$ cat config.mk
export PLATFORM = sky130hd
export DESIGN_NAME = FrameBuilder
export DESIGN_NICKNAME = d
export VERILOG_FILES = /design/src/hdl/MinTrgPkg.sv /design/src/hdl/FrameFifo.sv /design/src/hdl/FrameBuilder.sv
export SDC_FILE = /design/constraint.sdc
export NUM_CORES = 2
export LEC_CHECK = 0
export BUFFER_PORTS_ARGS = -buffer_cell sky130_fd_sc_hd__clkbuf_2
export CORE_MARGIN = 2
export CORE_UTILIZATION = 40
export DETAILED_ROUTE_END_ITERATION = 12
export PLACE_DENSITY_LB_ADDON = 0.1
export SLEW_MARGIN = 20
export SYNTH_ARGS = -nofsm -noshare
export SYNTH_HDL_FRONTEND = slang
export SYNTH_SLANG_ARGS = --single-unit
$ cat constraint.sdc
create_clock -name clk -period 23.4 [get_ports clk]
set_input_delay 4.68 -clock clk [delete_from_list [all_inputs] [get_ports clk]]
set_output_delay 4.68 -clock clk [all_outputs]
set_load 0.005 [all_outputs]
$ cat src/hdl/MinTrgPkg.sv
`default_nettype none

package minTrgPkg;

  // ADC lane layout of one stream word
  localparam int samplesPerWord = 8;
  localparam int laneWidth = 16;
  localparam int adcWidth = 12;

  // Bus widths
  localparam int tdataWidth = 128;
  localparam int doutWidth = 64;
  localparam int timeWidth = 48;

  // Pre-acquisition length up to 31 words
  localparam int delayCntWidth = 5;

  // Top byte of header and footer words
  localparam logic [7:0] headerMark = 8'hAA;
  localparam logic [7:0] footerMark = 8'h55;

  // One accepted stream word with its tags
  typedef struct packed {
    logic [tdataWidth-1:0] sampleWord;
    logic [timeWidth-1:0] timeStamp;
    logic hit;
  } trgBeatT;

  // Frame FIFO entry
  typedef struct packed {
    trgBeatT beat;
    logic first;
    logic last;
  } frameEntryT;

endpackage

`default_nettype wire

$ cat src/hdl/FrameFifo.sv
`timescale 1ns/1ps
`default_nettype none

module FrameFifo #(
  parameter type payloadT = logic,
  parameter int depth = 16
) (
  input logic clk,
  input logic rstN,
  input payloadT wrData,
  input logic wrEn,
  input logic rdEn,
  output payloadT rdData,
  output logic rdValid,
  output logic [$clog2(depth+1)-1:0] freeCount
);

  localparam int addrWidth = $clog2(depth);
  localparam int cntWidth = $clog2(depth + 1);

  payloadT mem [depth];
  logic [addrWidth-1:0] wrPtr;
  logic [addrWidth-1:0] rdPtr;
  logic [cntWidth-1:0] count;

  // Wraps at depth, also for depths that are not a power of two
  function automatic logic [addrWidth-1:0] nextPtr(input logic [addrWidth-1:0] ptr);
    if (ptr == addrWidth'(depth - 1)) begin
      return '0;
    end
    return ptr + 1'b1;
  endfunction

  always_ff @(posedge clk) begin
    if (!rstN) begin
      wrPtr <= '0;
      rdPtr <= '0;
      count <= '0;
    end else begin
      if (wrEn) begin
        wrPtr <= nextPtr(wrPtr);
      end
      if (rdEn) begin
        rdPtr <= nextPtr(rdPtr);
      end
      if (wrEn && !rdEn) begin
        count <= count + 1'b1;
      end else if (rdEn && !wrEn) begin
        count <= count - 1'b1;
      end
    end
  end

  always_ff @(posedge clk) begin
    if (wrEn) begin
      mem[wrPtr] <= wrData;
    end
  end

  // Head of queue shown ahead of the pop
  assign rdData = mem[rdPtr];
  assign rdValid = count != '0;
  assign freeCount = cntWidth'(depth) - count;

  aNoOverflow: assert property (
    @(posedge clk) disable iff (!rstN)
    wrEn |-> count != cntWidth'(depth)
  );

  aNoUnderflow: assert property (
    @(posedge clk) disable iff (!rstN)
    rdEn |-> count != '0
  );

endmodule

`default_nettype wire

$ cat src/hdl/FrameBuilder.sv
`timescale 1ns/1ps
`default_nettype none

module FrameBuilder #(
  parameter logic [7:0] channelId = 8'd0,
  parameter int maxFrameWords = 200,
  parameter int fifoDepth = 16
) (
  input logic clk,
  input logic rstN,
  input minTrgPkg::trgBeatT dlyBeat,
  input logic dlyValid,
  input logic dlyCapture,
  input logic mTready,
  output logic inReady,
  output logic [minTrgPkg::doutWidth-1:0] mTdata,
  output logic mTvalid,
  output logic mTlast
);

  import minTrgPkg::*;

  localparam int freeWidth = $clog2(fifoDepth + 1);
  localparam int wordCntWidth = $clog2(maxFrameWords + 1);

  typedef enum logic [1:0] {sHeader, sLow, sHigh, sFooter} stateT;

  frameEntryT held;
  logic heldValid;
  logic [wordCntWidth-1:0] wordCnt;
  logic [wordCntWidth-1:0] wordCntNext;
  logic atLimit;
  frameEntryT wrData;
  logic wrEn;
  frameEntryT head;
  logic rdValid;
  logic rdEn;
  logic [freeWidth-1:0] freeCount;
  logic outOfReset;
  stateT state;
  logic [15:0] dataCnt;
  logic [31:0] hitCnt;

  assign wordCntNext = wordCnt + 1'b1;
  assign atLimit = wordCntNext == wordCntWidth'(maxFrameWords);

  // Write side, one entry of look-behind so the gap can close a frame
  always_ff @(posedge clk) begin
    if (!rstN) begin
      heldValid <= 1'b0;
      wordCnt <= '0;
      outOfReset <= 1'b0;
    end else begin
      outOfReset <= 1'b1;
      if (dlyValid) begin
        heldValid <= dlyCapture;
        if (!dlyCapture || atLimit) begin
          wordCnt <= '0;
        end else begin
          wordCnt <= wordCntNext;
        end
      end
    end
  end

  always_ff @(posedge clk) begin
    if (dlyValid && dlyCapture) begin
      held.beat <= dlyBeat;
      held.first <= wordCnt == '0;
      held.last <= atLimit;
    end
  end

  // Held entry leaves with the next delayed word
  assign wrEn = dlyValid && heldValid;

  always_comb begin
    wrData = held;
    wrData.last = held.last || !dlyCapture;
  end

  // Room for the words already in the trigger and delay stages
  assign inReady = outOfReset && (freeCount >= freeWidth'(3));

  FrameFifo #(
    .payloadT(frameEntryT),
    .depth(fifoDepth)
  ) entryFifo (
    .clk(clk),
    .rstN(rstN),
    .wrData(wrData),
    .wrEn(wrEn),
    .rdEn(rdEn),
    .rdData(head),
    .rdValid(rdValid),
    .freeCount(freeCount)
  );

  // Read side serializer
  always_ff @(posedge clk) begin
    if (!rstN) begin
      state <= sHeader;
      dataCnt <= '0;
      hitCnt <= '0;
    end else if (mTvalid && mTready) begin
      unique case (state)
        sHeader: state <= sLow;
        sLow: state <= sHigh;
        sHigh: begin
          dataCnt <= dataCnt + 1'b1;
          hitCnt <= hitCnt + 32'(head.beat.hit);
          state <= head.last ? sFooter : sLow;
        end
        sFooter: begin
          dataCnt <= '0;
          hitCnt <= '0;
          state <= sHeader;
        end
      endcase
    end
  end

  // Entry is popped once its high half is taken
  assign rdEn = (state == sHigh) && mTvalid && mTready;

  always_comb begin
    mTvalid = rdValid;
    mTlast = 1'b0;
    mTdata = '0;
    unique case (state)
      sHeader: mTdata = {headerMark, channelId, head.beat.timeStamp};
      sLow: mTdata = head.beat.sampleWord[doutWidth-1:0];
      sHigh: mTdata = head.beat.sampleWord[tdataWidth-1:doutWidth];
      sFooter: begin
        // Counts are final, nothing from the FIFO needed
        mTvalid = 1'b1;
        mTlast = 1'b1;
        mTdata = {footerMark, channelId, dataCnt, hitCnt};
      end
    endcase
  end

  aOutputHeld: assert property (
    @(posedge clk) disable iff (!rstN)
    mTvalid && !mTready |=> mTvalid && $stable(mTdata) && $stable(mTlast)
  );

  aHeaderOnFirst: assert property (
    @(posedge clk) disable iff (!rstN)
    (state == sHeader) && rdValid |-> head.first
  );

endmodule

`default_nettype wire

After elaboration in Yosys (flattened, before gate mapping). Memory sizes are Yosys's and may differ from the RTL's. A register that Yosys moved wholly into a read port is not among the register bits. Cells that the tools add are included.

Equality and inequality tests: 6. Add/subtract/negate cells: 8. Mux-type cells: 25. Reductions and logical operators: 19. Order comparisons: 1.

Operators by type and width (number): case mux 64 bit (4 select lines) (1); case mux 32 bit (2 select lines) (1); adder 32 x 1 -> 32 bit (1); case mux 16 bit (2 select lines) (1); two-way mux 4 bit (6); adder 16 x 1 -> 16 bit (second input constant) (1); two-way mux 1 bit (11); two-way mux 5 bit (2); adder 4 x 1 -> 4 bit (second input constant) (2); adder 8 x 1 -> 8 bit (second input constant) (1); equality test 4 bit (second input constant) (2); equality test 8 bit (second input constant) (1); logical AND 1 bit (8); zero test 8 bit (1); two-way mux 8 bit (1); case mux 2 bit (4 select lines) (1); adder 5 x 1 -> 5 bit (second input constant) (1); >= comparator 5 x 2 -> 1 bit (second input constant) (1); nonzero test 5 bit (1); subtractor 5 x 1 -> 5 bit (second input constant) (1); subtractor 5 bit (first input constant) (1); equality test 2 bit (second input constant) (2); nonzero test 2 bit (2); zero test 1 bit (3); 5 further kinds (6).

Memory bits (writable): 2864. Input port bits: 182. Logic and storage cells: 74. Output and inout bits: 67. Memories kept: 1. Flip-flop bits (word level): 252.

Memory list: entryFifo.mem (words 16, bits a word 179, rd ports 1, clocked after memory_dff 1, write ports 1, RTL line FrameFifo.sv:21) `payloadT mem [depth];`.

Longest topological paths before layout.
Depth in word-level cells: 9. Mapped depth: 14. Depth with buffers taken out: 14.

Cells and area by module. From an unflattened synthesis, not the netlist that was laid out.

Cells, all modules: 5109. Area total of the unflattened synthesis: 117310.0 sq um.

By module, submodules not included: FrameFifo (sequential area each 86342.8 sq um, area an instance 107677.0 sq um, times used 1, cells an instance 4489); FrameBuilder (sequential area each 6576.3 sq um, area an instance 9633.0 sq um, times used 1, cells an instance 620).

Least setup slack after synthesis. Ideal clock, no wire load.

Kind: input -> register. Start point: input port dlyValid. End point: memory entryFifo.mem[3][0] in the netlist's numbering, enable pin. Required time: 22.467 ns. Stages: 4. Path buffers: 1. Setup time: 0.933 ns. Arrival: 17.244 ns. Slack: 5.223 ns. Cell sequence: and2_1 -> clkbuf_1 -> nand2_1 -> nor3_1.

Cells in the longest elaborated chain, start to end: 3.

Ends and longest elaborated chain: start, declared (RTL line FrameBuilder.sv:12) `input logic dlyValid,`; logical AND 1 bit (RTL line FrameBuilder.sv:75) `assign wrEn = dlyValid && heldValid;`; named net entryFifo.wrEn (RTL line FrameFifo.sv:11) `input logic wrEn,`; two-way mux 1 bit (RTL line FrameFifo.sv:55) `if (wrEn) begin`; two-way mux 1 bit (implied by the code) (RTL line FrameFifo.sv:56) `mem[wrPtr] <= wrData;`; end, declared (RTL line FrameFifo.sv:21).

The timed path passes the listed nets, and every way through them passes these cells.

==> results.ini <==
[place]
dp_hpwl_mm = 174.9
gp_congestion = 0.7522
numPortBuffers = 248

[finish]
utilization_pct = 45.82
nets = 5940
drive_gt1_share_pct = 26.32
area_delta_synth_final_pct = 14.26
fillers = 24604

[timing]
relSlewSlack_pct = 24.07
finalCritPeriodShare_pct = 48.76
period_needed_ns = 11.41
drv_slew = 0
fmax_mhz = 87.65
finalHoldViolations = 0
rsz0062_at_grt = false
fin_hold_ws_ns = 0.4836
setup_tns_ns = 0
clock_skew_ns = 0.05852
finalSetupViolations = 0
tightest_slew_ns = 1.139

[setup_path]
criticalPathCategory = reg -> out
cp_num_cells = 9
reg2reg_to = hitCnt[31]$_SDFFE_PN0P_
cp_max_fo = 90
r2r_setup_slack_ns = 17.41
cp.required_ns = 18.72
crit_family = buffers and inverters
crit_arrival_ns = 6.73
startpoint_type = flip-flop
critPathBufInv = 5
crit_end = mTdata[22]
end_kind = output port
cp_slowest_cell = buf_4
max_stage_delay_ns = 0.72
crit_chain = buf_4, buf_12, buf_12, buf_4, mux4_2, mux4_2, nor2_1, a211oi_1, clkbuf_2
reg2regPathDepth = 11

[hold_path]
hold_class = reg -> reg
worstHoldPathCells = 2
min_from = heldValid$_SDFFE_PN0P_

[drt]
num_vias = 57365
viasPerCell = 5.778
first_pass_iters = 5
drtAntennaViolNets = 0
drc = 0
post_drt_wl_per_cell_um = 33.27
wl_mm = 330.3
drtIter0Drc = 6353

[clocking]
cts_setup_buffers = 0
clockBufferDepth = 4
clkLatencyLatePin_ns = 0.92
post_cts_resized = 0
ctsRootBufferMaster = clkbuf_16
hold_buffers = 0
clkTransAtPathRegs_ns = 0.06
cts_sinks = 3103
h-tree-depth = 5
cts_tree = yes
cts_buffers = 336

[synth]
synth_edf_count = 3026
synth_area_leaders = edfxtp_1 77%, mux4_2 14%, mux2i_1 1.6%
synth-main-ff-cell = edfxtp_1
synth_top_area_share_pct = 77.32
synth_nets = 5499
syn_area_mm2 = 0.1175
syn_inst = 5300
ys_seq_elements = 3103
yosysUniqueCellTypes = 64
syn_area_per_cell_um2 = 22.17
synth-warning-count = 0
yosys.area.top_type = edfxtp_1
yosysSeqAreaShare_pct = 78.63
async_reset_ff_share_pct = 0

[global_routing]
grt_usage_pct = 21.90
antenna_found_initial = 38
grt_pass1_vias = 58325
grt-ovfl-total = 0
grt_max_degree = 112
grt_pass1_wl_mm = 462.3

[status]
status = finished, final reports clean

[die]
rows = 199
die_y_um = 546.0
ioPinCount = 249
dieArea_mm2 = 0.2981
fp.coreArea_mm2 = 0.2931
die_w_um = 546.0
initial_core_util_pct = 40.10

[power_and_ir_drop]
power_density_mw_per_mm2 = 86.45
vdd_ir_drop_max_uv = 59.69
leakagePower_nw = 40.93

[run]
cap_violations = 0

final cells by class:
type	count	area, um2	share of cell area [%]
Tap cell	3919	4903	3.652
Clock buffer	442	9006	6.707
Antenna cell	9	22.52	0.01677
Sequential cell	3103	92430	68.84
Timing Repair Buffer	384	2475	1.843
Clock inverter	155	1374	1.023
Inverter	26	117.6	0.08759
Multi-Input combinational cell	1890	23940	17.83
cell usage after synthesis, drive strengths merged (12+ instances only):
library cell and instances:
a31oi 20, and3 13, o21ai 40, mux4 706, nor3 41, dfxtp 77, nand3 36, nor2b 18
nand2 210, nand4 17, xnor2 38, edfxtp 3026, a22oi 14, clkbuf 136, nor2 101, nand2b 12
inv 24, nor4 14, o221ai 33, ha 16, buf 145, a211oi 45, or3 15, and2 13
a221oi 29, o22a 19, a21oi 77, mux2i 191, o22ai 64
power by group:
part	internal (mW)	leakage [nW]	total (mW)	switching, mW
clock	2.90	5.07	5.07	2.17
sequential	6.15	27.9	6.25	0.0915
combinational	0.0879	7.96	0.289	0.202
worst register-to-register path, stage by stage (launching register included):
cell,delay (ns)
dfxtp_4,0.71
buf_4,0.72
buf_12,0.56
buf_4,0.97
mux4_2,0.42
mux4_2,0.36
ha_1,0.21
and2_1,0.14
nand4_1,0.64
or3_4,0.64
or4_1,0.40
a21oi_1,0.14
how the worst min path moves through the flow:
stage                                 endpoint  slack [ns]
3_3_place_gp            heldValid$_SDFFE_PN0P_        0.47
2_1_floorplan           heldValid$_SDFFE_PN0P_        0.45
3_5_place_dp            heldValid$_SDFFE_PN0P_        0.48
4_1_cts        entryFifo.count[4]$_SDFFE_PN0P_        0.49
5_1_grt        entryFifo.count[4]$_SDFFE_PN0P_        0.53
6_report                heldValid$_SDFFE_PN0P_        0.48
stage by stage:
stage	worst slack (ns)	total power, mW	cells	instance area, um2
floorplan	5.223	6.443	5300	117500
global route	11.34	11.94	9921	134300
finish	11.99	11.61	9928	134300
global placement	12.63	6.652	9322	123900
CTS	11.64	11.73	9919	134200
detailed placement	12.61	6.657	9322	123900
flip-flops by register name, indices dropped and copies added, names as in the netlist, named ones only:
name and cells:
entryFifo.mem 2848, dataCnt 16, state 2, hitCnt 32, heldValid 1, entryFifo.rdPtr 4
wordCnt 8, entryFifo.wrPtr 4, held 178, outOfReset 1, entryFifo.count 5
metal layers:
metal | track usage, % | share of wire [%]
met2 | 34.90 | 48
met3 | 2.836 | 5.2
met4 | 4.852 | 2.1
met5 | 0 | 0.022
met1 | 32.31 | 45
layout by cell type, fill, tap and decap left out, types with 40 or more instances in the layout:
master     count
o21ai_0       40
nand2_1      209
clkbuf_1      95
clkinv_2      46
nor2_1        86
clkbuf_16    344
clkinv_1      67
a211oi_1      45
mux4_2       706
clkbuf_2     248
dfxtp_1       71
a21oi_1       77
o22ai_1       64
edfxtp_1    3026
mux2i_1      191
buf_4        119
cell families (layout without fill, tap and decap cells):
| logic type | after synthesis | count (layout) | share of synthesized area (%) |
|---|---|---|---|
| AO/OA/AOI/OAI | 405 | 405 | 2.406 |
| XOR/XNOR | 49 | 49 | 0.3652 |
| adder cells (fa/ha/maj) | 17 | 17 | 0.1874 |
| buffers and inverters | 307 | 1007 | 1.124 |
| flip-flops | 3103 | 3103 | 78.63 |
| multiplexers | 908 | 908 | 15.26 |
| other | 0 | 9 | 0 |
| AND/OR/NAND/NOR | 511 | 511 | 2.022 |
Power figures use the tool's default switching activity.
