--- config.mk ---
export PLATFORM = sky130hd
export DESIGN_NAME = VariableDelay
export DESIGN_NICKNAME = d
export VERILOG_FILES = /design/src/hdl/VariableDelay.sv
export SDC_FILE = /design/constraint.sdc
export NUM_CORES = 1
export LEC_CHECK = 0
export BUFFER_PORTS_ARGS = -buffer_cell sky130_fd_sc_hd__buf_2
export CAP_MARGIN = 40
export CORE_UTILIZATION = 50
export CTS_BUF_LIST = sky130_fd_sc_hd__clkbuf_8
export DETAILED_ROUTE_END_ITERATION = 6
export PLACE_DENSITY = 0.73
export REMOVE_ABC_BUFFERS = 1
export SYNTH_ARGS = -nofsm -noshare
export SYNTH_HDL_FRONTEND = slang
export SYNTH_SLANG_ARGS = --single-unit
--- constraint.sdc ---
create_clock -name clk -period 3.5 [get_ports clk]
set_clock_uncertainty 0.15 [all_clocks]
set_input_delay 0.175 -clock clk [delete_from_list [all_inputs] [get_ports clk]]
set_output_delay 0.175 -clock clk [all_outputs]
set_load 0.005 [all_outputs]
--- src/hdl/VariableDelay.sv ---
`timescale 1ns/1ps
`default_nettype none

module VariableDelay #(
  parameter type payloadT = logic,
  parameter int depth = 32
) (
  input logic clk,
  input logic rstN,
  input logic [$clog2(depth)-1:0] delay,
  input payloadT inBeat,
  input logic inValid,
  input logic inFlag,
  output payloadT outBeat,
  output logic outValid,
  output logic outFlag
);

  // taps[k] holds the word from k+1 shifts ago
  payloadT taps [depth-1];

  always_ff @(posedge clk) begin
    if (!rstN) begin
      for (int i = 0; i < depth - 1; i++) begin
        taps[i] <= '0;
      end
      outBeat <= '0;
      outValid <= 1'b0;
      outFlag <= 1'b0;
    end else begin
      outValid <= inValid;
      if (inValid) begin
        taps[0] <= inBeat;
        for (int i = 1; i < depth - 1; i++) begin
          taps[i] <= taps[i-1];
        end
        // Zero delay passes the current word
        if (delay == '0) begin
          outBeat <= inBeat;
        end else begin
          outBeat <= taps[delay - 1'b1];
        end
        // Flag is aligned but not delayed
        outFlag <= inFlag;
      end
    end
  end

  aDelayInRange: assert property (
    @(posedge clk) disable iff (!rstN)
    inValid |-> delay < depth
  );

endmodule

`default_nettype wire

# == Word-level counts from Yosys, hierarchy flattened ==
# Memory sizes are Yosys's and may differ from the RTL's.
# Cells that the tools add are included.
# word_totals
reg_bits,3
in_bits,10
memories,1
mem_bits_rw,31
# classes
n_addsub,1
n_reduce_logical,1
n_bitwise,31
muxes,36
# mem_list
name,words,width,read_ports,rd_clocked_by_memory_dff,write_ports,line,rtl
taps,31,1,31,0,31,20,payloadT taps [depth-1];
# op_table
cell,n
2-to-1 mux 1 bit,36
bitwise OR 1 bit,31
logical NOT 5 bit,1
subtractor 5 x 1 -> 5 bit (second input constant),1

# == Longest topological paths before layout ==
# Gate-level depths: netlist of run 1.
# depth
word_depth,4
mapped_depth,8

# == Least setup slack after synthesis of run 1 ==
# No wires, ideal clock.
# synth_path
path_kind,input port to flip-flop
from,input delay[0]
to,register outBeat
slack_ns,1.344
t_arrival_ns,1.871
path_buffers,2
setup_time_ns,0.134
cell_stages,8
path_cell_list,buf_6 > inv_1 > ha_1 > buf_6 > mux4_2 > mux4_2 > nand2_1 > a41oi_2
# synth_via
elab_chain_cells,3
# synth_rtl
item,line,rtl
from (decl),10,"input logic [$clog2(depth)-1:0] delay,"
subtractor 5 x 1 -> 5 bit,41,outBeat <= taps[delay - 1'b1];
memory read (31 x 1 bit),n/a,
2-to-1 mux 1 bit *,38,if (delay == '0) begin
to (signal assigned),39,outBeat <= inBeat;
to (signal assigned),41,
to (decl),14,"output payloadT outBeat,"
# Every way passes the cells marked *; elsewhere a longest branch is shown, timed or not.
# A chain may end at the register's enable or synchronous reset.

# == Worst setup path in the final report of run 1 ==
# Ends and elaborated chain as after synthesis.

==> reports/metrics.yaml, run 1 <==
synth:
  ys_types: 28
  synthArstFlopShare: 0
  syn_avg_cell_area_um2: 12.8
  synth_top_cell_by_area: "edfxtp_1"
  yosysWarnings: 0
  synth_commonest_cells: "dfxtp_1, mux2i_1, nor2b_1"
  synth_flop_cell: "dfxtp_1"
  yosysTopAreaCellShare: 0.257
  synth_edf_count: 14
  postSynthCellCount: 128
  synth-seq-cells: 34
  synth_area_um2: 1640
  synth_seq_area_share: 0.502
  ys_top_cells_by_area: "edfxtp_1, dfxtp_1, mux2i_1, mux4_2, nor2b_1"
placed_design:
  hpwl_um: 1790
  port_buffers: 12
  preCtsSetupSlack_ps: 864
  dpl.cell_count: 176
  globalplace.congestion: 0.747
timing:
  min_period_over_period: 0.658
  setup_viol: 0
  period_needed_ps: 2300
  fmax_mhz: 434
  slew_headroom: 0.560
  worstMarginPinSlew_ps: 661
  grt_setup_unrepaired: "no"
  hold_viol_final: 0
  holdWs_ps: 34.2
  slew_violations: 0
  setup_ws_ps: 1200
  tns_ps: 0
layout:
  diodes: 0
  area_growth_pct: 9.79
  drive_gt1_frac: 0.206
  stdcell_count: 185
  nets: 151
  final.fill_count: 271
drt:
  wl_per_cell_um: 14.9
  drt-total-wl_um: 2760
  dr.pass1.iters: 4
  ant_nets: 0
  vias: 975
  initialDrtViolationCount: 46
  drc: 0
  viasPerCell: 5.27
floorplanning:
  die_x_um: 59.2
  die_h_um: 59.2
  row_count: 20
  ios: 13
  core-area_um2: 3080
  start_util: 0.532
  die-area_um2: 3510
setup_path:
  path_cells: "buf_2 > inv_1 > ha_1 > mux4_2 > mux4_2 > nand2_1 > a41oi_2"
  end_kind: "register"
  crit_path_max_incr_delay_ps: 570
  startpoint_type: "primary input"
  cp.required_ps: 3510
  crit_slowest_cell: "mux4_2"
  cp_max_fo: 10
  cp_common_cell: "mux4_2"
  critical_path_class: "primary input to register"
  worst_ep_arrival_time_ps: 2310
  r2r_setup_slack_ps: 1760
grt:
  overflow: 0
  antenna_found_initial: 0
  grtUsageTotal: 0.193
  grt_first_pass_wirelength_um: 4720
  grt_start_max_net_pins: 36
  grt_pass1_vias: 1007
pwr:
  power_frac_comb: 0.098
  swShare: 0.234
  p_leak_nw: 0.725
  power-per-cell-area_nw_per_um2: 437
  clkPwrFrac: 0.346
  power.switching_mw: 0.184
  ir_drop_uv: 314
  p_int_mw: 0.601
  seqPwrFrac: 0.556
clock_tree:
  cts.clk_slew.worst_paths_ps: 70
  clk_latency_ps: 290
  cts_tree: "built"
  cts_setup_buffers: 0
  cts-htree-levels: 2
  clock_sinks: 34
  cts.path.max_buffers: 2
  root_buffer: "clkbuf_8"
  cts_buffers: 5
  cts-resized-gates: 0
outcome:
  status: "complete, no violations"
hold_path:
  hp-class: "primary input to register"
job:
  drv_cap: 0
-- metrics by stage --
| stage | area, um^2 | power (mW) | util |
|---|---|---|---|
| 4_1_cts | 1800 | 0.796 | 0.584 |
| 2_1_floorplan | 1590 | 0.490 | - |
| 3_5_place_dp | 1710 | 0.522 | 0.554 |
| 3_3_place_gp | 1710 | 0.518 | 0.554 |
| 6_report | 1800 | 0.785 | 0.584 |
| 5_1_grt | 1800 | 0.821 | 0.584 |
-- final cells by class --
type	instances	area [um^2]	area share
clock buffers	5	68.8	0.0383
clock inverters	3	12.5	0.00696
inverters	2	7.51	0.00418
multi-input cells	84	762	0.424
flip-flops and latches	34	821	0.457
well taps	44	55.1	0.0306
repair buffers	13	70.1	0.0390
-- power by group through the flow --
stage | clock [mW] | sequential (mW) | combinational [mW]
final | 0.272 | 0.436 | 0.0769
after floorplan | 0 | 0.443 | 0.0476
after CTS | 0.282 | 0.436 | 0.0775
after global routing | 0.298 | 0.439 | 0.0839
after global placement | 0 | 0.445 | 0.0733
after detailed placement | 0 | 0.445 | 0.0765
-- metal layers --
| metal | vias up | share of wire | track usage |
|---|---|---|---|
| met5 | - | 0 | 0 |
| met4 | 0 | 0.018 | 0.0986 |
| met3 | 5 | 0.043 | 0.0852 |
| met2 | 16 | 0.48 | 0.284 |
| met1 | 473 | 0.46 | 0.239 |
| li1 | 481 | - | - |
-- what timing repair did --
action / in CTS / in global routing
endpoints found under the hold margin: 1 / 0
setup endpoints to repair: 0 / 0
hold buffers: 1 / 0
-- flip-flops by register name, summed over array words and instances (netlist names) --
signal,cells
taps,31
outBeat,1
outValid,1
outFlag,1
-- critical path, delay by kind of cell --
kind / cells / cell delay, ps
and+or+nand+nor: 1 / 90
muxes: 2 / 1040
buffers and inverters: 2 / 370
AOI/OAI and AO/OA: 1 / 90
adders and majority gates: 1 / 540
-- layout by cell type, fill, tap and decap left out, types with 2 or more instances in the layout --
cell type	Yosys	layout
and2_1	14	14
buf_2	1	12
clkbuf_8	0	5
dfxtp_1	20	20
edfxtp_1	14	14
inv_1	2	3
mux2_2	2	2
mux2i_1	20	20
mux4_2	7	7
nand2_1	4	4
nand2b_1	2	2
nor2_1	2	2
nor2b_1	18	18
xor2_1	2	2
-- worst paths after layout --
path | from | cells past startpoint | to
max | delay[0] | 7 | outBeat
min | inBeat | 3 | taps[0]
max reg2reg | taps[4] | 4 | outBeat
min reg2reg | outFlag | 2 | outFlag
-- kinds of logic after synthesis --
group / share of synthesized area
and+or+nand+nor: 0.166
buffers and inverters: 0.0329
xor gates and xnor gates: 0.0107
AOI/OAI and AO/OA: 0.0329
DFF: 0.502
muxes: 0.248
adders and majority gates: 0.00764
No activity file was read; power rests on OpenSTA's default activity.
==> inputs of run 2 (changes only) <==
- ABC_AREA: unset -> 1
- PLACE_DENSITY: 0.73 -> 0.76
- clock period: 3.5 -> 1.9 ns (I/O delays scaled with it)
==> run 2 against run 1 <==
First-iteration DRC count down 39%; critical path depth down 3; synthesized cell count up 63%; clock power up 97%; largest cell class unchanged; combinational power up 140%; largest power group unchanged; die area up 0.66%; via count up 32%; setup slack worse by 730 ps; register-to-register slack worse by 1200 ps.
==> reports/metrics.yaml, run 2 <==
synth:
  synth_top_cell_by_area: "edfxtp_1"
  synth_seq_area_share: 0.498
  synth_top_family_by_area: "simple AND/OR/NAND/NOR gates"
  synth_edf_count: 14
  yosysWarnings: 0
  synthAdderAreaFrac: 0.00759
  synth_compound_area_frac: 0.0691
  yosysTopAreaCellShare: 0.255
  postSynthCellCount: 208
  synth-seq-cells: 34
  synth_simple_gate_area_frac: 0.256
  synthArstFlopShare: 0
  ys_top_cells_by_area: "edfxtp_1, dfxtp_1, nand2_1, inv_1, nand3_1"
  syn_avg_cell_area_um2: 7.92
  synth_area_um2: 1650
  ys_types: 21
  synth_mux_area_frac: 0
  yosysMostFrequentCell: "nand2_1"
  synth_flop_cell: "dfxtp_1"
  synth_xor_xnor_area_share: 0.0106
  synth_commonest_cells: "nand2_1, inv_1, nand3_1"
drt:
  wl_per_cell_um: 10.5
  wl_met2_um: 1200
  viasPerCell: 4.76
  drt-total-wl_um: 2830
  top_layer: "met4"
  ant_nets: 0
  vias: 1291
  wl_met3_um: 100
  drc: 0
  dr.pass1.iters: 4
  initialDrtViolationCount: 28
  met1_length_um: 1450
clock_tree:
  clk_latency_ps: 290
  clock_sinks: 34
  hold_buffers: 3
  cts-htree-levels: 2
  cts.path.max_buffers: 2
  cts_tree: "built"
  cts_setup_buffers: 0
  cts.clk_slew.worst_paths_ps: 70
  cts_buffers: 5
  root_buffer: "clkbuf_8"
  cts-resized-gates: 0
floorplanning:
  ios: 13
  die-area_um2: 3530
  core-area_um2: 3080
  start_util: 0.535
  row_count: 20
  die_x_um: 59.4
  die_h_um: 59.4
setup_path:
  cp_max_fo: 31
  critical_path_class: "primary input to register"
  crit_slowest_cell: "dlygate4sd3_1"
  worst_ep_arrival_time_ps: 1210
  end_kind: "register"
  startpoint_type: "primary input"
  crit_path_max_incr_delay_ps: 530
  crit_buf_inv: 3
  critPathLaunch: "inValid"
  worstReg2RegStart: "taps[28]"
  cp.required_ps: 1680
  path_cells: "dlygate4sd3_1 > buf_2 > nor2_1 > inv_2"
  path_delay_family: "buffers and inverters"
timing:
  worstMarginPinSlew_ps: 560
  holdWs_ps: 69.4
  hold_viol_final: 0
  slew_violations: 0
  slew_headroom: 0.626
  tns_ps: 0
  min_period_over_period: 0.756
  period_needed_ps: 1440
  grt_setup_unrepaired: "no"
  fmax_mhz: 696
  setup_ws_ps: 464
  setup_viol: 0
grt:
  grt_start_max_net_pins: 32
  grt_pass1_vias: 1125
  grtUsageTotal: 0.186
  grt_first_pass_wirelength_um: 4780
  overflow: 0
  antenna_found_initial: 0
pwr:
  swShare: 0.247
  power-per-cell-area_nw_per_um2: 829
  clkPwrFrac: 0.352
  p_leak_nw: 0.920
  power.switching_mw: 0.376
  p_int_mw: 1.15
  seqPwrFrac: 0.528
  power_frac_comb: 0.120
  ir_drop_uv: 460
  finalPower_mw: 1.53
layout:
  regMostFlops: "taps"
  final_cell_mix: "nand2_1, inv_1, nand3_1"
  nets: 237
  final_area_um2: 1840
  largest_reg_flops: 31
  drive_gt1_frac: 0.150
  post-route-util: 0.598
  area_growth_pct: 11.7
  stdcell_count: 271
  final_common_cell: "nand2_1"
  diodes: 0
placed_design:
  port_buffers: 12
  postPlaceCellArea_um2: 1720
  hpwl_um: 2000
  preCtsSetupSlack_ps: 203
  globalplace.congestion: 0.776
  dpl.cell_count: 260
outcome:
  status: "complete, no violations"
hold_path:
  hp-class: "primary input to register"
  worstHoldStart: "delay[4]"
job:
  drv_cap: 0
## run 2: cell count changes in the layout (fill, tap and decap cells not counted), sizes merged, moves of 2 or more
cell,delta
buf,+3
nor2,+2
nand2,+58
nor2b,-18
o22ai,+16
and2,-13
inv,+48
mux2i,-20
dlygate4sd3,+2
mux4,-8
nand2b,-2
nand3,+28
mux2,-2
## run 2: cell type report
cell class                 count  area, um^2
timing repair buffer          18         113
clock buffer                   6        82.6
sequential                    34         821
multi-input combinational    117         566
inverter                      50         195
clock inverter                 2        8.76
tap                           44        55.1
fill                         283        1240
## run 2: worst paths after layout
path	end	slack [ps]	cells past startpoint
max reg2reg	outBeat	610	10
min reg2reg	outBeat	300	2
max	taps[17]	460	4
min	outBeat	70	6
## run 2: cells by family (layout without fill, tap and decap cells)
kind of cell | after synthesis | after routing
AOI/OAI and AO/OA | 18 | 18
xor gates and xnor gates | 2 | 2
DFF | 34 | 34
adders and majority gates | 1 | 1
and+or+nand+nor | 96 | 96
buffers and inverters | 57 | 76
## run 2: worst reg2reg max path, delay by kind of cell, from the launching register on
kind,cells,cell delay (ps)
flip-flops,1,400
buffers and inverters,1,80
AND/OR/NAND/NOR,9,570
## run 2: layer usage
| layer | vias up | global-route usage |
|---|---|---|
| met5 | - | 0 |
| met1 | 574 | 0.239 |
| met3 | 8 | 0.0459 |
| met2 | 24 | 0.276 |
| li1 | 685 | - |
| met4 | 0 | 0.122 |
## run 2: power groups by stage
stage / registers (mW) / logic (mW) / clock network, mW
5_1_grt: 0.809 / 0.210 / 0.577
3_5_place_dp: 0.821 / 0.178 / 0
4_1_cts: 0.806 / 0.184 / 0.545
3_3_place_gp: 0.821 / 0.176 / 0
2_1_floorplan: 0.818 / 0.121 / 0
6_report: 0.806 / 0.183 / 0.537
==> inputs of run 3 (changes only) <==
- ABC_AREA: 1 -> 0
- clock period: 1.9 -> 1.2 ns (I/O delays scaled with it)
==> run 3 against run 2 <==
The flow now finishes with violations (setup timing); final area is 18% higher; setup slack got worse by 970 ps; sequential share of layout area is 6.4 points lower; largest cell class unchanged.
==> reports/metrics.yaml, run 3 (synthesis results as in run 1) <==
grt:
  antenna_found_initial: 0
  grt_first_pass_wirelength_um: 4840
  top_usage_layer: "met2"
  grt_util_met1: 0.236
  grt_start_max_net_pins: 22
  overflow: 0
  grt_pass1_vias: 1098
  grtUsageTotal: 0.196
  met2_usage: 0.310
  grt_util_met3: 0.0524
clock_tree:
  cts.path.max_buffers: 2
  cts_tree: "built"
  clock_sinks: 34
  cts.clk_slew.worst_paths_ps: 60
  cts-htree-levels: 2
  root_buffer: "clkbuf_8"
  clk_latency_ps: 280
  cts_setup_buffers: 0
  cts_buffers: 5
layout:
  nets: 186
  diodes: 0
  final.fill_count: 242
  final_cell_mix: "buf_4, mux2i_1, nor2b_1"
  final_area_um2: 2170
  area_growth_pct: 32.4
  multi_input_area_um2: 788
  ff_latch_area_um2: 827
  largest_reg_flops: 31
  final_common_cell: "buf_4"
  drive_gt1_frac: 0.403
  regMostFlops: "taps"
floorplanning:
  row_count: 20
  core-area_um2: 3080
  die_x_um: 59.2
  start_util: 0.532
  die-area_um2: 3510
  die_h_um: 59.2
  ios: 13
setup_path:
  critical_path_class: "register to register"
  crit_slowest_cell: "mux4_2"
  startpoint_type: "register"
  path_delay_family: "multiplexers"
  end_kind: "register"
  crit_buf_inv: 0
  cp.required_ps: 1210
  worst_ep_arrival_time_ps: 1720
  cp_max_fo: 2
  path_cells: "mux4_2 > mux4_2 > nand2_2 > a41oi_2"
  cp_common_cell: "mux4_2"
  crit_path_max_incr_delay_ps: 490
timing:
  hold_viol_final: 0
  period_needed_ps: 1710
  fmax_mhz: 586
  slew_headroom: 0.781
  slew_violations: 0
  setup_viol: 1
  min_period_over_period: 1.42
  setup_ws_ps: -507
  grt_setup_unrepaired: "yes"
  worstMarginPinSlew_ps: 324
drt:
  dr.pass1.iters: 4
  drc: 0
  wl_per_cell_um: 14.4
  vias: 1127
  initialDrtViolationCount: 45
  drt-total-wl_um: 3160
  viasPerCell: 5.12
  ant_nets: 0
hold_path:
  hp-class: "primary input to register"
placed_design:
  preCtsSetupSlack_ps: -821
  globalplace.congestion: 0.801
  hpwl_um: 2080
  port_buffers: 12
  postPlaceCellArea_um2: 1960
outcome:
  status: "finished, violations left"
  violations: "setup timing"
job:
  drv_cap: 0
pwr:
  ir_drop_uv: 854
  power-per-cell-area_nw_per_um2: 1100
  p_leak_nw: 0.939
[run 3: repair_timing]
item                                   4_1_cts  5_1_grt
pin swaps                                    0        0
hold buffers                                 4        0
setup endpoints to repair                    1       21
gates cloned                                 0        2
endpoints found under the hold margin        4        0
gates resized for setup                      3        9
[run 3: final cells by class]
class                   instances  area share
inverters                       2     0.00346
multi-input cells              84       0.364
clock inverters                 3     0.00635
well taps                      44      0.0254
clock buffers                   5      0.0318
repair buffers                 48       0.188
flip-flops and latches         34       0.382
[run 3: final timing paths]
path | startpoint | end | slack, ps | cells after the start
worst max-delay path | taps[4] | outBeat | -510 | 4
worst min register to register | outFlag | outFlag | 370 | 2
worst max register to register | taps[4] | outBeat | -510 | 4
worst min-delay path | rstN | outBeat | 40 | 3
[run 3: metrics by stage]
stage | hold WS [ps] | utilization | TNS, ps | power [mW] | std cells
floorplan | 31.7 | - | -766 | 1.43 | 120
global placement | 167 | 0.635 | -788 | 1.57 | 206
detailed placement | 182 | 0.635 | -821 | 1.58 | 206
CTS | 15.3 | 0.680 | -501 | 2.39 | 218
global route | 69.2 | 0.704 | -559 | 2.47 | 220
finish | 36.1 | 0.704 | -507 | 2.38 | 220
[run 3: routing by layer]
layer	wire, um	vias up
li1	-	562
met1	1490	547
met2	1520	12
met3	79	6
met4	69	0
met5	0	-
[run 3: where the power goes]
| part | switching [mW] | total, mW | internal [mW] |
|---|---|---|---|
| clock | 0.393 | 0.785 | 0.393 |
| sequential | 0.0211 | 1.27 | 1.25 |
| combinational | 0.135 | 0.326 | 0.190 |
| total | 0.549 | 2.38 | 1.84 |
[run 3: worst register-to-register path, delay by kind of cell, from the launching register on]
kind | cells | cell delay (ps)
compound gates | 1 | 80
flops | 1 | 320
mux | 2 | 960
simple gates | 1 | 80
