`config.mk`:
```
export PLATFORM = sky130hd
export DESIGN_NAME = HitTrigger
export DESIGN_NICKNAME = d
export VERILOG_FILES = /design/src/hdl/MinTrgPkg.sv /design/src/hdl/HitTrigger.sv
export SDC_FILE = /design/constraint.sdc
export NUM_CORES = 1
export LEC_CHECK = 0
export ABC_AREA = 1
export BUFFER_PORTS_ARGS = -buffer_cell sky130_fd_sc_hd__buf_2
export CAP_MARGIN = 20
export CORE_ASPECT_RATIO = 1.1
export CORE_UTILIZATION = 40
export CTS_CLUSTER_SIZE = 20
export DETAILED_ROUTE_END_ITERATION = 8
export PLACE_DENSITY = 0.65
export SYNTH_ARGS = -nofsm -noshare
export SYNTH_HDL_FRONTEND = slang
export SYNTH_SLANG_ARGS = --single-unit
```
`constraint.sdc`:
```
create_clock -name clk -period 4.76 [get_ports clk]
set_input_delay 0.476 -clock clk [delete_from_list [all_inputs] [get_ports clk]]
set_output_delay 0.476 -clock clk [all_outputs]
set_load 0.05 [all_outputs]
```
`src/hdl/MinTrgPkg.sv`:
```
`default_nettype none

package minTrgPkg;

  // ADC lane layout of one stream word
  localparam int samplesPerWord = 8;
  localparam int laneWidth = 16;
  localparam int adcWidth = 12;

  // Bus widths
  localparam int tdataWidth = 128;
  localparam int doutWidth = 64;
  localparam int timeWidth = 48;

  // Pre-acquisition length up to 31 words
  localparam int delayCntWidth = 5;

  // Top byte of header and footer words
  localparam logic [7:0] headerMark = 8'hAA;
  localparam logic [7:0] footerMark = 8'h55;

  // One accepted stream word with its tags
  typedef struct packed {
    logic [tdataWidth-1:0] sampleWord;
    logic [timeWidth-1:0] timeStamp;
    logic hit;
  } trgBeatT;

  // Frame FIFO entry
  typedef struct packed {
    trgBeatT beat;
    logic first;
    logic last;
  } frameEntryT;

endpackage

`default_nettype wire

```
`src/hdl/HitTrigger.sv`:
```
`timescale 1ns/1ps
`default_nettype none

module HitTrigger #(
  parameter int postLen = 38
) (
  input logic clk,
  input logic rstN,
  input logic [minTrgPkg::tdataWidth-1:0] sTdata,
  input logic accept,
  input logic [minTrgPkg::delayCntWidth-1:0] preLen,
  input logic signed [minTrgPkg::adcWidth:0] thresholdVal,
  input logic signed [minTrgPkg::adcWidth-1:0] baseline,
  input logic [minTrgPkg::timeWidth-1:0] currentTime,
  output minTrgPkg::trgBeatT beat,
  output logic beatValid,
  output logic capture
);

  import minTrgPkg::*;

  // Big enough for the longest window preLen + postLen
  localparam int winWidth = $clog2((1 << delayCntWidth) + postLen);

  logic [samplesPerWord-1:0] laneHit;
  logic hitNow;
  logic [winWidth-1:0] winCnt;
  logic winOpen;

  // One compare per lane, all eight in parallel
  for (genvar i = 0; i < samplesPerWord; i++) begin : gLane
    logic signed [adcWidth-1:0] sample;
    logic signed [adcWidth:0] diff;

    assign sample = sTdata[i*laneWidth +: adcWidth];
    // Sign extended to 13 bits before the subtraction
    assign diff = sample - baseline;
    // Downward pulse below threshold
    assign laneHit[i] = diff < thresholdVal;
  end

  assign hitNow = |laneHit;
  assign winOpen = winCnt != '0;

  // Window counter and flags, all frozen while no word is accepted
  always_ff @(posedge clk) begin
    if (!rstN) begin
      winCnt <= '0;
      capture <= 1'b0;
      beatValid <= 1'b0;
    end else begin
      beatValid <= accept;
      if (accept) begin
        capture <= hitNow || winOpen;
        if (hitNow) begin
          // A later hit restarts the full window
          winCnt <= winWidth'(preLen) + winWidth'(postLen);
        end else if (winOpen) begin
          winCnt <= winCnt - 1'b1;
        end
      end
    end
  end

  // Tagged word
  always_ff @(posedge clk) begin
    if (accept) begin
      beat.sampleWord <= sTdata;
      beat.timeStamp <= currentTime;
      beat.hit <= hitNow;
    end
  end

  // Pre-acquisition length held while a window is open
  aPreLenSteady: assert property (
    @(posedge clk) disable iff (!rstN)
    winOpen |-> $stable(preLen)
  );

endmodule

`default_nettype wire

```
## Word-level counts from Yosys, hierarchy flattened

Index checks and enable logic that the tools add are counted.

- Flip-flop bits (word level): 186
- Input bits: 209
- Output and inout bits: 179
- Logic and storage cells: 31

- $add $sub $neg: 10
- Order comparisons: 8
- Mux-type cells: 2
- Reduce and logical (&&, ||, !) cells: 5

Operators with widths:

| kind | count |
|---|---|
| < comparator 13 bit | 8 |
| subtractor 12 x 12 -> 13 bit | 8 |
| two-way mux 7 bit | 2 |
| OR reduction 8 bit | 1 |
| adder 5 x 6 -> 7 bit (second input constant) | 1 |
| nonzero test 7 bit | 1 |
| subtractor 7 x 1 -> 7 bit (second input constant) | 1 |
| AND reduction 2 bit | 1 |
| nonzero test 2 bit | 1 |
| logical OR 1 bit | 1 |

## Longest topological paths before layout

Gate-level depths: netlist of the first run.

- Depth in word-level cells: 5
- Mapped depth: 29
- Gate-level depth less buffers: 28

## Least setup slack after synthesis of the first run

No wires, ideal clock.

- Path kind: input-to-reg
- From: input port sTdata[96] (netlist bit)
- To: register winCnt[4]
- Setup time: 0.114 ns
- Arrival time: 3.656 ns
- Data required time: 4.646 ns
- Setup slack: 0.990 ns
- Cell stages on the path: 29
- Path buffers: 1
- Path through: inv_1 -> ha_1 -> fa_1 -> nor3_1 -> nor2_1 -> o21ai_0 -> nand2_1 -> a21oi_1 -> nor2_1 -> o21ai_0 -> o21a_1 -> inv_1 -> ha_1 -> nand2_1 -> nor2_2 -> nand2_1 -> nor2_1 -> nand2_1 -> nand2_1 -> nand2_1 -> nand2_1 -> nand2_2 -> nor2_4 -> nand3_2 -> nand2_2 -> buf_6 -> nand2_1 -> nand2_1 -> nor2_2

- Word-level cells in the longest chain between the ends: 5
- Elaborated cells between the ends (all ways): 6
- Classes of those cells: add/sub: 1; order compare: 1; mux: 1; reduce/logical: 3

Ends and longest elaborated chain:

| element | RTL line | RTL |
|---|---|---|
| start, declared | HitTrigger.sv:9 | `input logic [minTrgPkg::tdataWidth-1:0] sTdata,` |
| subtractor 12 x 12 -> 13 bit * | HitTrigger.sv:37 | `assign diff = sample - baseline;` |
| < comparator 13 bit * | HitTrigger.sv:39 | `assign laneHit[i] = diff < thresholdVal;` |
| OR reduction 8 bit * | HitTrigger.sv:42 | `assign hitNow = \|laneHit;` |
| nonzero test 2 bit (no line) | - |  |
| AND reduction 2 bit (no line) | - |  |
| end signal, assigned | HitTrigger.sv:57 | `winCnt <= winWidth'(preLen) + winWidth'(postLen);` |
| end signal, assigned | HitTrigger.sv:59 | `winCnt <= winCnt - 1'b1;` |
| end, declared | HitTrigger.sv:27 | `logic [winWidth-1:0] winCnt;` |

Mark *: on every way between the ends. The rest lies on a longest branch, timed or not.
A chain may end at the register's enable or synchronous reset.

## Final worst setup path of the first run

- From: input port baseline[0] (netlist bit)
- To: register winCnt[0]

- Word-level cells in the longest chain between the ends: 5
- Elaborated cells between the ends (all ways): 20
- Classes of those cells: add/sub: 8; order compare: 8; mux: 1; reduce/logical: 3

Ends and longest elaborated chain:

| element | RTL line | RTL |
|---|---|---|
| start, declared | HitTrigger.sv:13 | `input logic signed [minTrgPkg::adcWidth-1:0] baseline,` |
| subtractor 12 x 12 -> 13 bit | HitTrigger.sv:37 |  |
| < comparator 13 bit | HitTrigger.sv:39 |  |
| OR reduction 8 bit * | HitTrigger.sv:42 |  |
| nonzero test 2 bit (no line) | - |  |
| AND reduction 2 bit (no line) | - |  |

Marks and branches as above.

==> summary.txt, run 1 <==
Status
  • Status: complete, no violations

Final layout
  • Share of layout cells above drive strength 1: 25.6%
  • Layout Nets: 2101
  • Non-Filler Instances: 2118
  • Area Overhead vs Synth: 24.8%
  • Util after Layout: 50.5%

Detailed routing
  • TritonRoute pass-1 iters: 6
  • Avg WL per Cell: 16.2 µm
  • Vias: 10200
  • Vias per inst: 4.82
  • Post-DRT Antenna Nets: 0
  • Total wire length: 34300 µm
  • # DRC: 0
  • Starting DRC count in detailed routing: 425

Yosys
  • Flops & latches, synth: 186
  • Most numerous cell in the Yosys netlist: nand2_1
  • Post-synth EDFFs: 177
  • Yosys warning count: 0
  • Most used DFF post-synth: edfxtp_1
  • Sequential area share after synthesis: 44.6%
  • Asr flop ratio synth: 0%
  • Synth unique cells: 33
  • Compound-Gate Fraction of Synth Area: 8.48%
  • Area contributors post-synth: edfxtp_1, ha_1, nand2_1
  • Fraction of synthesized cell area in xor and xnor cells: 5.83%
  • Largest family of logic cells by synthesized area: adder cells
  • Syn Inst Count: 1285
  • Commonest cells post-synth: nand2_1, inv_1, ha_1
  • Simple-Gate Fraction of Synth Area: 13.8%
  • Synthesized area: 12300 µm²
  • Post-synthesis adder-cell area fraction: 21.0%
  • Syn_nets: 1696
  • Top-area cell type share of the netlist area: 43.1%
  • Syn avg cell area: 9.59 µm²
  • Cell taking the most area after synthesis: edfxtp_1
  • Mux contribution to synthesized area: 0%

Floorplan
  • Initial core utilization: 40.5%
  • DIE HEIGHT: 186 µm
  • Die Wd: 169 µm
  • Rows: 67
  • IO Pins: 388
  • Core Region: 30400 µm²
  • Die footprint: 31500 µm²

STA
  • Max Fclk: 0.242 GHz
  • Final Hold Fails: 0
  • Worst rel slew slack: 56.0%
  • Hold_ws: 0.211 ns
  • Unrepaired setup endpoints after global routing: no
  • TNS Setup: 0 ns
  • Worst-Margin Slew: 0.661 ns
  • Period utilization: 86.9%
  • Pins Over Slew Limit: 0
  • Final clock skew: 0.00661 ns
  • Final setup viols: 0
  • Minimum clock period: 4.14 ns

Critical path
  • R2R Setup Slk: 3.21 ns
  • Worst R2R Path Depth: 9
  • Worst setup EP type: flop
  • Worst r2r src: winCnt[0]$_SDFFE_PN0P_
  • Startpoint types: primary input
  • Worst Path Max Fanout: 14
  • Worst Path Required: 5.09 ns
  • FF-to-FF End: winCnt[0]$_SDFFE_PN0P_
  • Worst path arrival time: 4.47 ns
  • Critical setup path kind: primary input to flop

Clock network
  • Cts repair resizes: 0
  • CTS tree: built
  • Clock tree buffer depth: 2
  • # hold bufs at CTS: 0
  • Postcts setup bufs: 0
  • H-tree levels: 4
  • Sink Count: 186
  • CTS clk-pin slew, worst paths: 0.08 ns
  • CTS Buf Count: 17
  • Clk_lat worst skew: 0.43 ns
  • Root Driver: clkbuf_16

Min path
  • HP Class: primary input to flop
  • WHS Endpoint: beat[18]$_DFFE_PP_
  • Hold Path Depth: 1
  • Hold Path Origin: currentTime[17]

Pwr
  • PD cells: 338 nW/µm²
  • P_leak: 0.00774 µW
  • Worst IR Drop VDD: 0.000189 V

Place
  • Gp weighted congestion: 0.882
  • IO buf count: 387
  • DP Wirelength: 28300 µm
  • Placed cell count: 2085

GRT
  • Largest net degree at the start of global routing: 110
  • Vias in the first global route: 9931
  • Total congestion overflow: 0
  • First-pass GRT wire length: 50700 µm
  • Gr usage total: 21.6%
  • Initial antenna violation count: 15

Job
  • Max-cap violations: 0
state kept, by name, indices dropped and copies added (netlist names):
signal,flops
beat,177
winCnt,7
beatValid,1
capture,1
cells in the final DEF, fill, tap and decap left out, drive strengths merged:
master / netlist / layout
clkinvlp: 0 / 2
fa: 8 / 8
o21a: 1 / 1
diode: 0 / 2
nand2: 280 / 280
inv: 200 / 207
o221ai: 5 / 5
a22oi: 5 / 5
o21bai: 1 / 1
a21boi: 2 / 2
and2: 2 / 2
a21o: 2 / 2
o2111ai: 1 / 1
dfxtp: 9 / 9
bufinv: 0 / 1
nor3: 19 / 19
nor2: 71 / 71
edfxtp: 177 / 177
o21ai: 57 / 57
xor2: 42 / 42
a21oi: 118 / 118
nand3: 33 / 33
ha: 194 / 194
clkinv: 0 / 4
buf: 3 / 389
clkbuf: 1 / 18
nand4: 3 / 3
xnor2: 40 / 40
nand3b: 6 / 6
a31oi: 5 / 5
power breakdown:
group          internal (µW)  total [µW]  switching, µW
Combinational            590        1820           1230
Clock                    741        1430            686
Sequential              1930        1960           29.3
Total                   3260        5200           1940
per-layer routing:
layer / global-route usage, % / vias to the layer above / wire [µm] / part of all wire [%]
met5: 0 / - / 88 / 0.26
met3: 5.23 / 52 / 2150 / 6.3
met1: 22.6 / 4654 / 13200 / 39
met2: 42.4 / 298 / 18300 / 53
met4: 5.77 / 14 / 610 / 1.8
li1: - / 5188 / - / -
per-stage QoR:
stage                     power, µW  worst slack [ns]  area, µm²
after floorplan                3330             0.990      12300
after global placement         3770             0.249      14800
after detailed placement       3820             0.166      14800
after CTS                      5260             0.626      15400
after global routing           5530             0.179      15400
final                          5200             0.622      15400
worst max-delay path, cell delays in order:
cell	delay, ns
buf_2	0.19
ha_1	0.26
fa_1	0.42
o21ai_0	0.39
a21oi_1	0.21
o21ai_0	0.37
nand2_1	0.11
a22oi_1	0.16
inv_1	0.06
ha_1	0.33
nand2_1	0.09
nor2_2	0.15
nand2_1	0.06
nor2_1	0.08
nand2_1	0.09
nand2_1	0.08
nand2_1	0.04
nand2_1	0.10
nand2_2	0.08
nor2_4	0.18
nand3_2	0.10
nand2_2	0.23
nand2_1	0.09
nand2_1	0.07
nor2_1	0.04
worst max-delay path by stage:
stage | from | end | depth (start not counted)
after floorplan | sTdata[96] | winCnt[4]$_SDFFE_PN0P_ | 29
after global placement | baseline[0] | winCnt[4]$_SDFFE_PN0P_ | 25
after detailed placement | baseline[0] | winCnt[0]$_SDFFE_PN0P_ | 25
after CTS | baseline[0] | winCnt[2]$_SDFFE_PN0P_ | 25
after global routing | baseline[0] | winCnt[3]$_SDFFE_PN0P_ | 25
final | baseline[0] | winCnt[0]$_SDFFE_PN0P_ | 25
layout make-up:
class | instances | area (µm²)
Fill cell | 2841 | 15000
Multi-Input combinational cell | 895 | 6050
Sequential cell | 186 | 5500
Timing Repair Buffer | 390 | 1980
Inverter | 200 | 751
Tap cell | 414 | 518
Clock buffer | 17 | 425
Clock inverter | 14 | 155
Antenna cell | 2 | 5.00
cells by family (layout without fill, tap and decap cells):
group	after synthesis	in the layout
simple gates	414	414
fa+ha+maj	202	202
flops	186	186
compound gates	197	197
buf+inv	204	621
other cells	0	2
xor+xnor	82	82
(Power assumes the default switching activity.)
==> run 2: changes to the inputs <==
Settings changed: CORE_ASPECT_RATIO 1.1 to unset.
==> summary.txt, run 2 (synthesis results as in run 1) <==
Place
  • DP Wirelength: 27700 µm
  • IO buf count: 387
  • Gp weighted congestion: 0.870

Final layout
  • Most common cell after layout, fill and taps aside: buf_2
  • Max reg flops: 177
  • Most frequent cells in the layout: buf_2, nand2_1, inv_1
  • Fillers: 2826
  • Layout Nets: 2104
  • Top flop regs: beat (177), winCnt (7)
  • Area Overhead vs Synth: 24.7%
  • Largest register by flop count: beat
  • Util after Layout: 51.3%
  • Share of layout cells above drive strength 1: 25.7%

Status
  • Status: complete, no violations

Job
  • Max-cap violations: 0

Clock network
  • Clk_lat worst skew: 0.44 ns
  • Sink Count: 186
  • CTS clk-pin slew, worst paths: 0.07 ns
  • Clock tree buffer depth: 2
  • CTS tree: built
  • # hold bufs at CTS: 0
  • H-tree levels: 4
  • CTS Buf Count: 17
  • Postcts setup bufs: 0
  • Cts repair resizes: 0
  • Root Driver: clkbuf_16

GRT
  • Largest net degree at the start of global routing: 67
  • Initial antenna violation count: 5
  • Vias in the first global route: 10000
  • Gr usage total: 21.2%
  • Total congestion overflow: 0
  • First-pass GRT wire length: 50200 µm

Detailed routing
  • Vias: 10300
  • Vias per inst: 4.91
  • Starting DRC count in detailed routing: 384
  • Avg WL per Cell: 16.0 µm
  • Post-DRT Antenna Nets: 0
  • # DRC: 0
  • TritonRoute pass-1 iters: 5
  • Total wire length: 33600 µm

Critical path
  • Worst path slowest cell: fa_1
  • Worst path arrival time: 4.48 ns
  • Worst Path Required: 5.10 ns
  • Critical setup path kind: primary input to flop
  • CP dominant cell by count: nand2_1
  • Worst Path Max Fanout: 14
  • Startpoint types: primary input
  • Max incr delay on CP: 0.42 ns
  • Worst setup EP type: flop

Floorplan
  • DIE HEIGHT: 178 µm
  • IO Pins: 388
  • Core Region: 30000 µm²
  • Die footprint: 31500 µm²
  • Die Wd: 178 µm
  • Rows: 63
  • Initial core utilization: 41.2%

STA
  • TNS Setup: 0 ns
  • Worst rel slew slack: 61.5%
  • Minimum clock period: 4.14 ns
  • Pins Over Slew Limit: 0
  • Period utilization: 86.9%
  • Final Hold Fails: 0
  • Max Fclk: 0.242 GHz
  • Final setup viols: 0
  • Final clock skew: 0.00517 ns
  • Worst-Margin Slew: 0.577 ns
  • Unrepaired setup endpoints after global routing: no

Pwr
  • PD cells: 338 nW/µm²
  • P_leak: 0.00776 µW
  • Worst IR Drop VDD: 0.000217 V

Min path
  • HP Class: primary input to flop
run 2: per-layer routing:
layer	wire length, µm	vias up	global-route usage, %
li1	-	5171	-
met1	13500	4762	23.9
met2	17400	315	39.5
met3	2070	43	4.69
met4	646	6	6.30
met5	34	-	0
run 2: critical path, delay by kind of cell:
kind	cells	cell delay, ns
AND/OR/NAND/NOR	16	1.58
adder cells (fa/ha/maj)	3	1.03
buffers and inverters	2	0.27
AO/OA/AOI/OAI	4	1.12
run 2: path summary, 6_finish.rpt:
path                          start                     end  slack, ns  depth (start not counted)
max                     baseline[0]  winCnt[5]$_SDFFE_PN0P_       0.62                         25
max reg2reg  winCnt[0]$_SDFFE_PN0P_  winCnt[5]$_SDFFE_PN0P_       3.20                          9
min                 currentTime[46]      beat[47]$_DFFE_PP_       0.20                          1
min reg2reg    capture$_SDFFE_PN0P_    capture$_SDFFE_PN0P_       0.46                          2
run 2: layout make-up:
| class | count | area, µm² | area share (%) |
|---|---|---|---|
| tap | 390 | 488 | 3.18 |
| sequential | 186 | 5500 | 35.8 |
| inverter | 200 | 751 | 4.89 |
| multi-input combinational | 895 | 6050 | 39.4 |
| clock buffer | 17 | 425 | 2.77 |
| timing repair buffer | 393 | 1990 | 13.0 |
| antenna | 1 | 2.50 | 0.0163 |
| clock inverter | 15 | 164 | 1.07 |
run 2: where the power goes:
part	switching (µW)	total, µW	internal [µW]
sequential	30.9	1960	1930
combinational	1220	1810	589
clock	679	1420	741
run 2: per-stage QoR:
stage               std cells  worst slack, ns  area, µm²  total power [µW]  hold slack [ns]
CTS                      2096            0.652      15400              5250            0.169
global route             2096            0.271      15400              5510            0.168
finish                   2097            0.623      15400              5190            0.199
detailed placement       2064            0.167      14800              3810            0.452
global placement         2064            0.264      14800              3770            0.453
floorplan                1285            0.990      12300              3330            0.467
==> run 3: changes to the inputs <==
Clock period 4.76 ns to 4.2 ns, I/O delays scaled along.
==> summary.txt, run 3 (synthesis results as in run 1) <==
Clock network
  • Cts repair resizes: 0
  • Postcts setup bufs: 0
  • Clk_lat worst skew: 0.45 ns
  • CTS Buf Count: 17
  • Sink Count: 186
  • CTS clk-pin slew, worst paths: 0.07 ns
  • CTS tree: built
  • Clock tree buffer depth: 2
  • Root Driver: clkbuf_16
  • # hold bufs at CTS: 0
  • H-tree levels: 4

Critical path
  • Worst setup EP type: flop
  • Worst path arrival time: 4.12 ns
  • CP dominant cell by count: nand2_1
  • WP buf/inv: 2
  • Critical setup path kind: primary input to flop
  • Worst R2R Path Depth: 9
  • FF-to-FF End: winCnt[5]$_SDFFE_PN0P_
  • CP delay by family, top: simple AND/OR/NAND/NOR gates
  • Max incr delay on CP: 0.43 ns
  • Startpoint types: primary input
  • Worst Path Max Fanout: 11
  • Worst Path Required: 4.55 ns
  • Crit path depth: 28
  • R2R Setup Slk: 2.70 ns
  • Worst path slowest cell: fa_1
  • Worst r2r src: winCnt[0]$_SDFFE_PN0P_

Detailed routing
  • Post-DRT Antenna Nets: 0
  • Vias per inst: 4.86
  • Vias: 10300
  • Total wire length: 33600 µm
  • Avg WL per Cell: 15.9 µm
  • Starting DRC count in detailed routing: 395
  • # DRC: 0
  • TritonRoute pass-1 iters: 5

Place
  • IO buf count: 387
  • DP Wirelength: 27700 µm
  • Gp weighted congestion: 0.861

Pwr
  • Switching power: 2190 µW
  • Flop pwr share: 37.7%
  • Clk pwr share: 26.8%
  • Int Pwr: 3720 µW
  • Worst IR Drop VDD: 0.000219 V
  • Sw Ratio: 37.0%
  • PD cells: 380 nW/µm²
  • P_leak: 0.00785 µW
  • Combinational power share: 35.5%

Final layout
  • Max reg flops: 177
  • Util after Layout: 51.8%
  • Largest register by flop count: beat
  • Share of layout cells above drive strength 1: 26.4%
  • Most common cell after layout, fill and taps aside: buf_2
  • Top flop regs: beat (177), winCnt (7)
  • Area Overhead vs Synth: 25.8%
  • Fillers: 2795
  • Most frequent cells in the layout: buf_2, nand2_1, inv_1
  • Layout Nets: 2121

GRT
  • Gr usage total: 21.0%
  • Total congestion overflow: 0
  • Vias in the first global route: 9985
  • Largest net degree at the start of global routing: 72
  • First-pass GRT wire length: 49800 µm
  • Initial antenna violation count: 7

Floorplan
  • Core Region: 30000 µm²
  • DIE HEIGHT: 178 µm
  • IO Pins: 388
  • Die footprint: 31500 µm²
  • Die Wd: 178 µm
  • Rows: 63
  • Initial core utilization: 41.2%

Job
  • Max-cap violations: 0

STA
  • Max Fclk: 0.265 GHz
  • Worst rel slew slack: 59.3%
  • Minimum clock period: 3.77 ns
  • Final clock skew: 0.00644 ns
  • Final Hold Fails: 0
  • Worst-Margin Slew: 0.611 ns
  • Final setup viols: 0
  • Hold_ws: 0.137 ns
  • Unrepaired setup endpoints after global routing: no
  • Period utilization: 89.8%
  • Pins Over Slew Limit: 0

Min path
  • HP Class: primary input to flop
  • Hold Path Origin: currentTime[27]
  • Hold Path Depth: 1
  • WHS Endpoint: beat[28]$_DFFE_PP_

Status
  • Status: complete, no violations
==> run 3: metrics by stage <==
stage | cells | setup WS [ns] | total power [µW] | instance area [µm²] | setup TNS, ns
floorplan | 1285 | 0.486 | 3770 | 12300 | 0
global placement | 2081 | -0.0406 | 4320 | 14900 | -0.228
detailed placement | 2081 | -0.130 | 4360 | 14900 | -0.759
CTS | 2112 | 0.339 | 5960 | 15500 | 0
global route | 2114 | 0.00865 | 6250 | 15500 | 0
finish | 2115 | 0.429 | 5900 | 15500 | 0
==> run 3: layer usage <==
layer | GRT usage [%] | part of all wire (%)
met5 | 0 | 0.16
met2 | 38.9 | 52
met3 | 4.54 | 5.4
met4 | 6.73 | 2.0
met1 | 23.7 | 41
==> run 3: how the worst max path moves through the flow <==
stage	from	to
finish	baseline[0]	winCnt[1]$_SDFFE_PN0P_
global route	baseline[0]	winCnt[1]$_SDFFE_PN0P_
CTS	baseline[0]	winCnt[5]$_SDFFE_PN0P_
detailed placement	baseline[0]	winCnt[5]$_SDFFE_PN0P_
global placement	baseline[0]	winCnt[4]$_SDFFE_PN0P_
floorplan	sTdata[96]	winCnt[4]$_SDFFE_PN0P_
==> run 3: layout make-up <==
class	instances	area, µm²	share of cell area, %
multi-input cells	895	6060	39.1
diodes	3	7.51	0.0484
flip-flops and latches	186	5500	35.4
clock inverters	14	143	0.920
repair buffers	410	2140	13.8
well taps	390	488	3.15
inverters	200	751	4.84
clock buffers	17	425	2.74
==> run 3: power by group through the flow <==
stage	Clock (µW)	Combinational, µW	Sequential (µW)
after floorplan	0	1010	2770
after global placement	0	2050	2260
after detailed placement	0	2090	2270
after CTS	1620	2110	2230
after global routing	1680	2330	2240
final	1580	2100	2220
==> run 3: worst register-to-register path: cells and delay by family (launching register included) <==
kind                       cells  cell delay, ns
DFF                            1            0.32
and+or+nand+nor                7            0.78
buffers and inverters          1            0.09
adders and majority gates      1            0.21
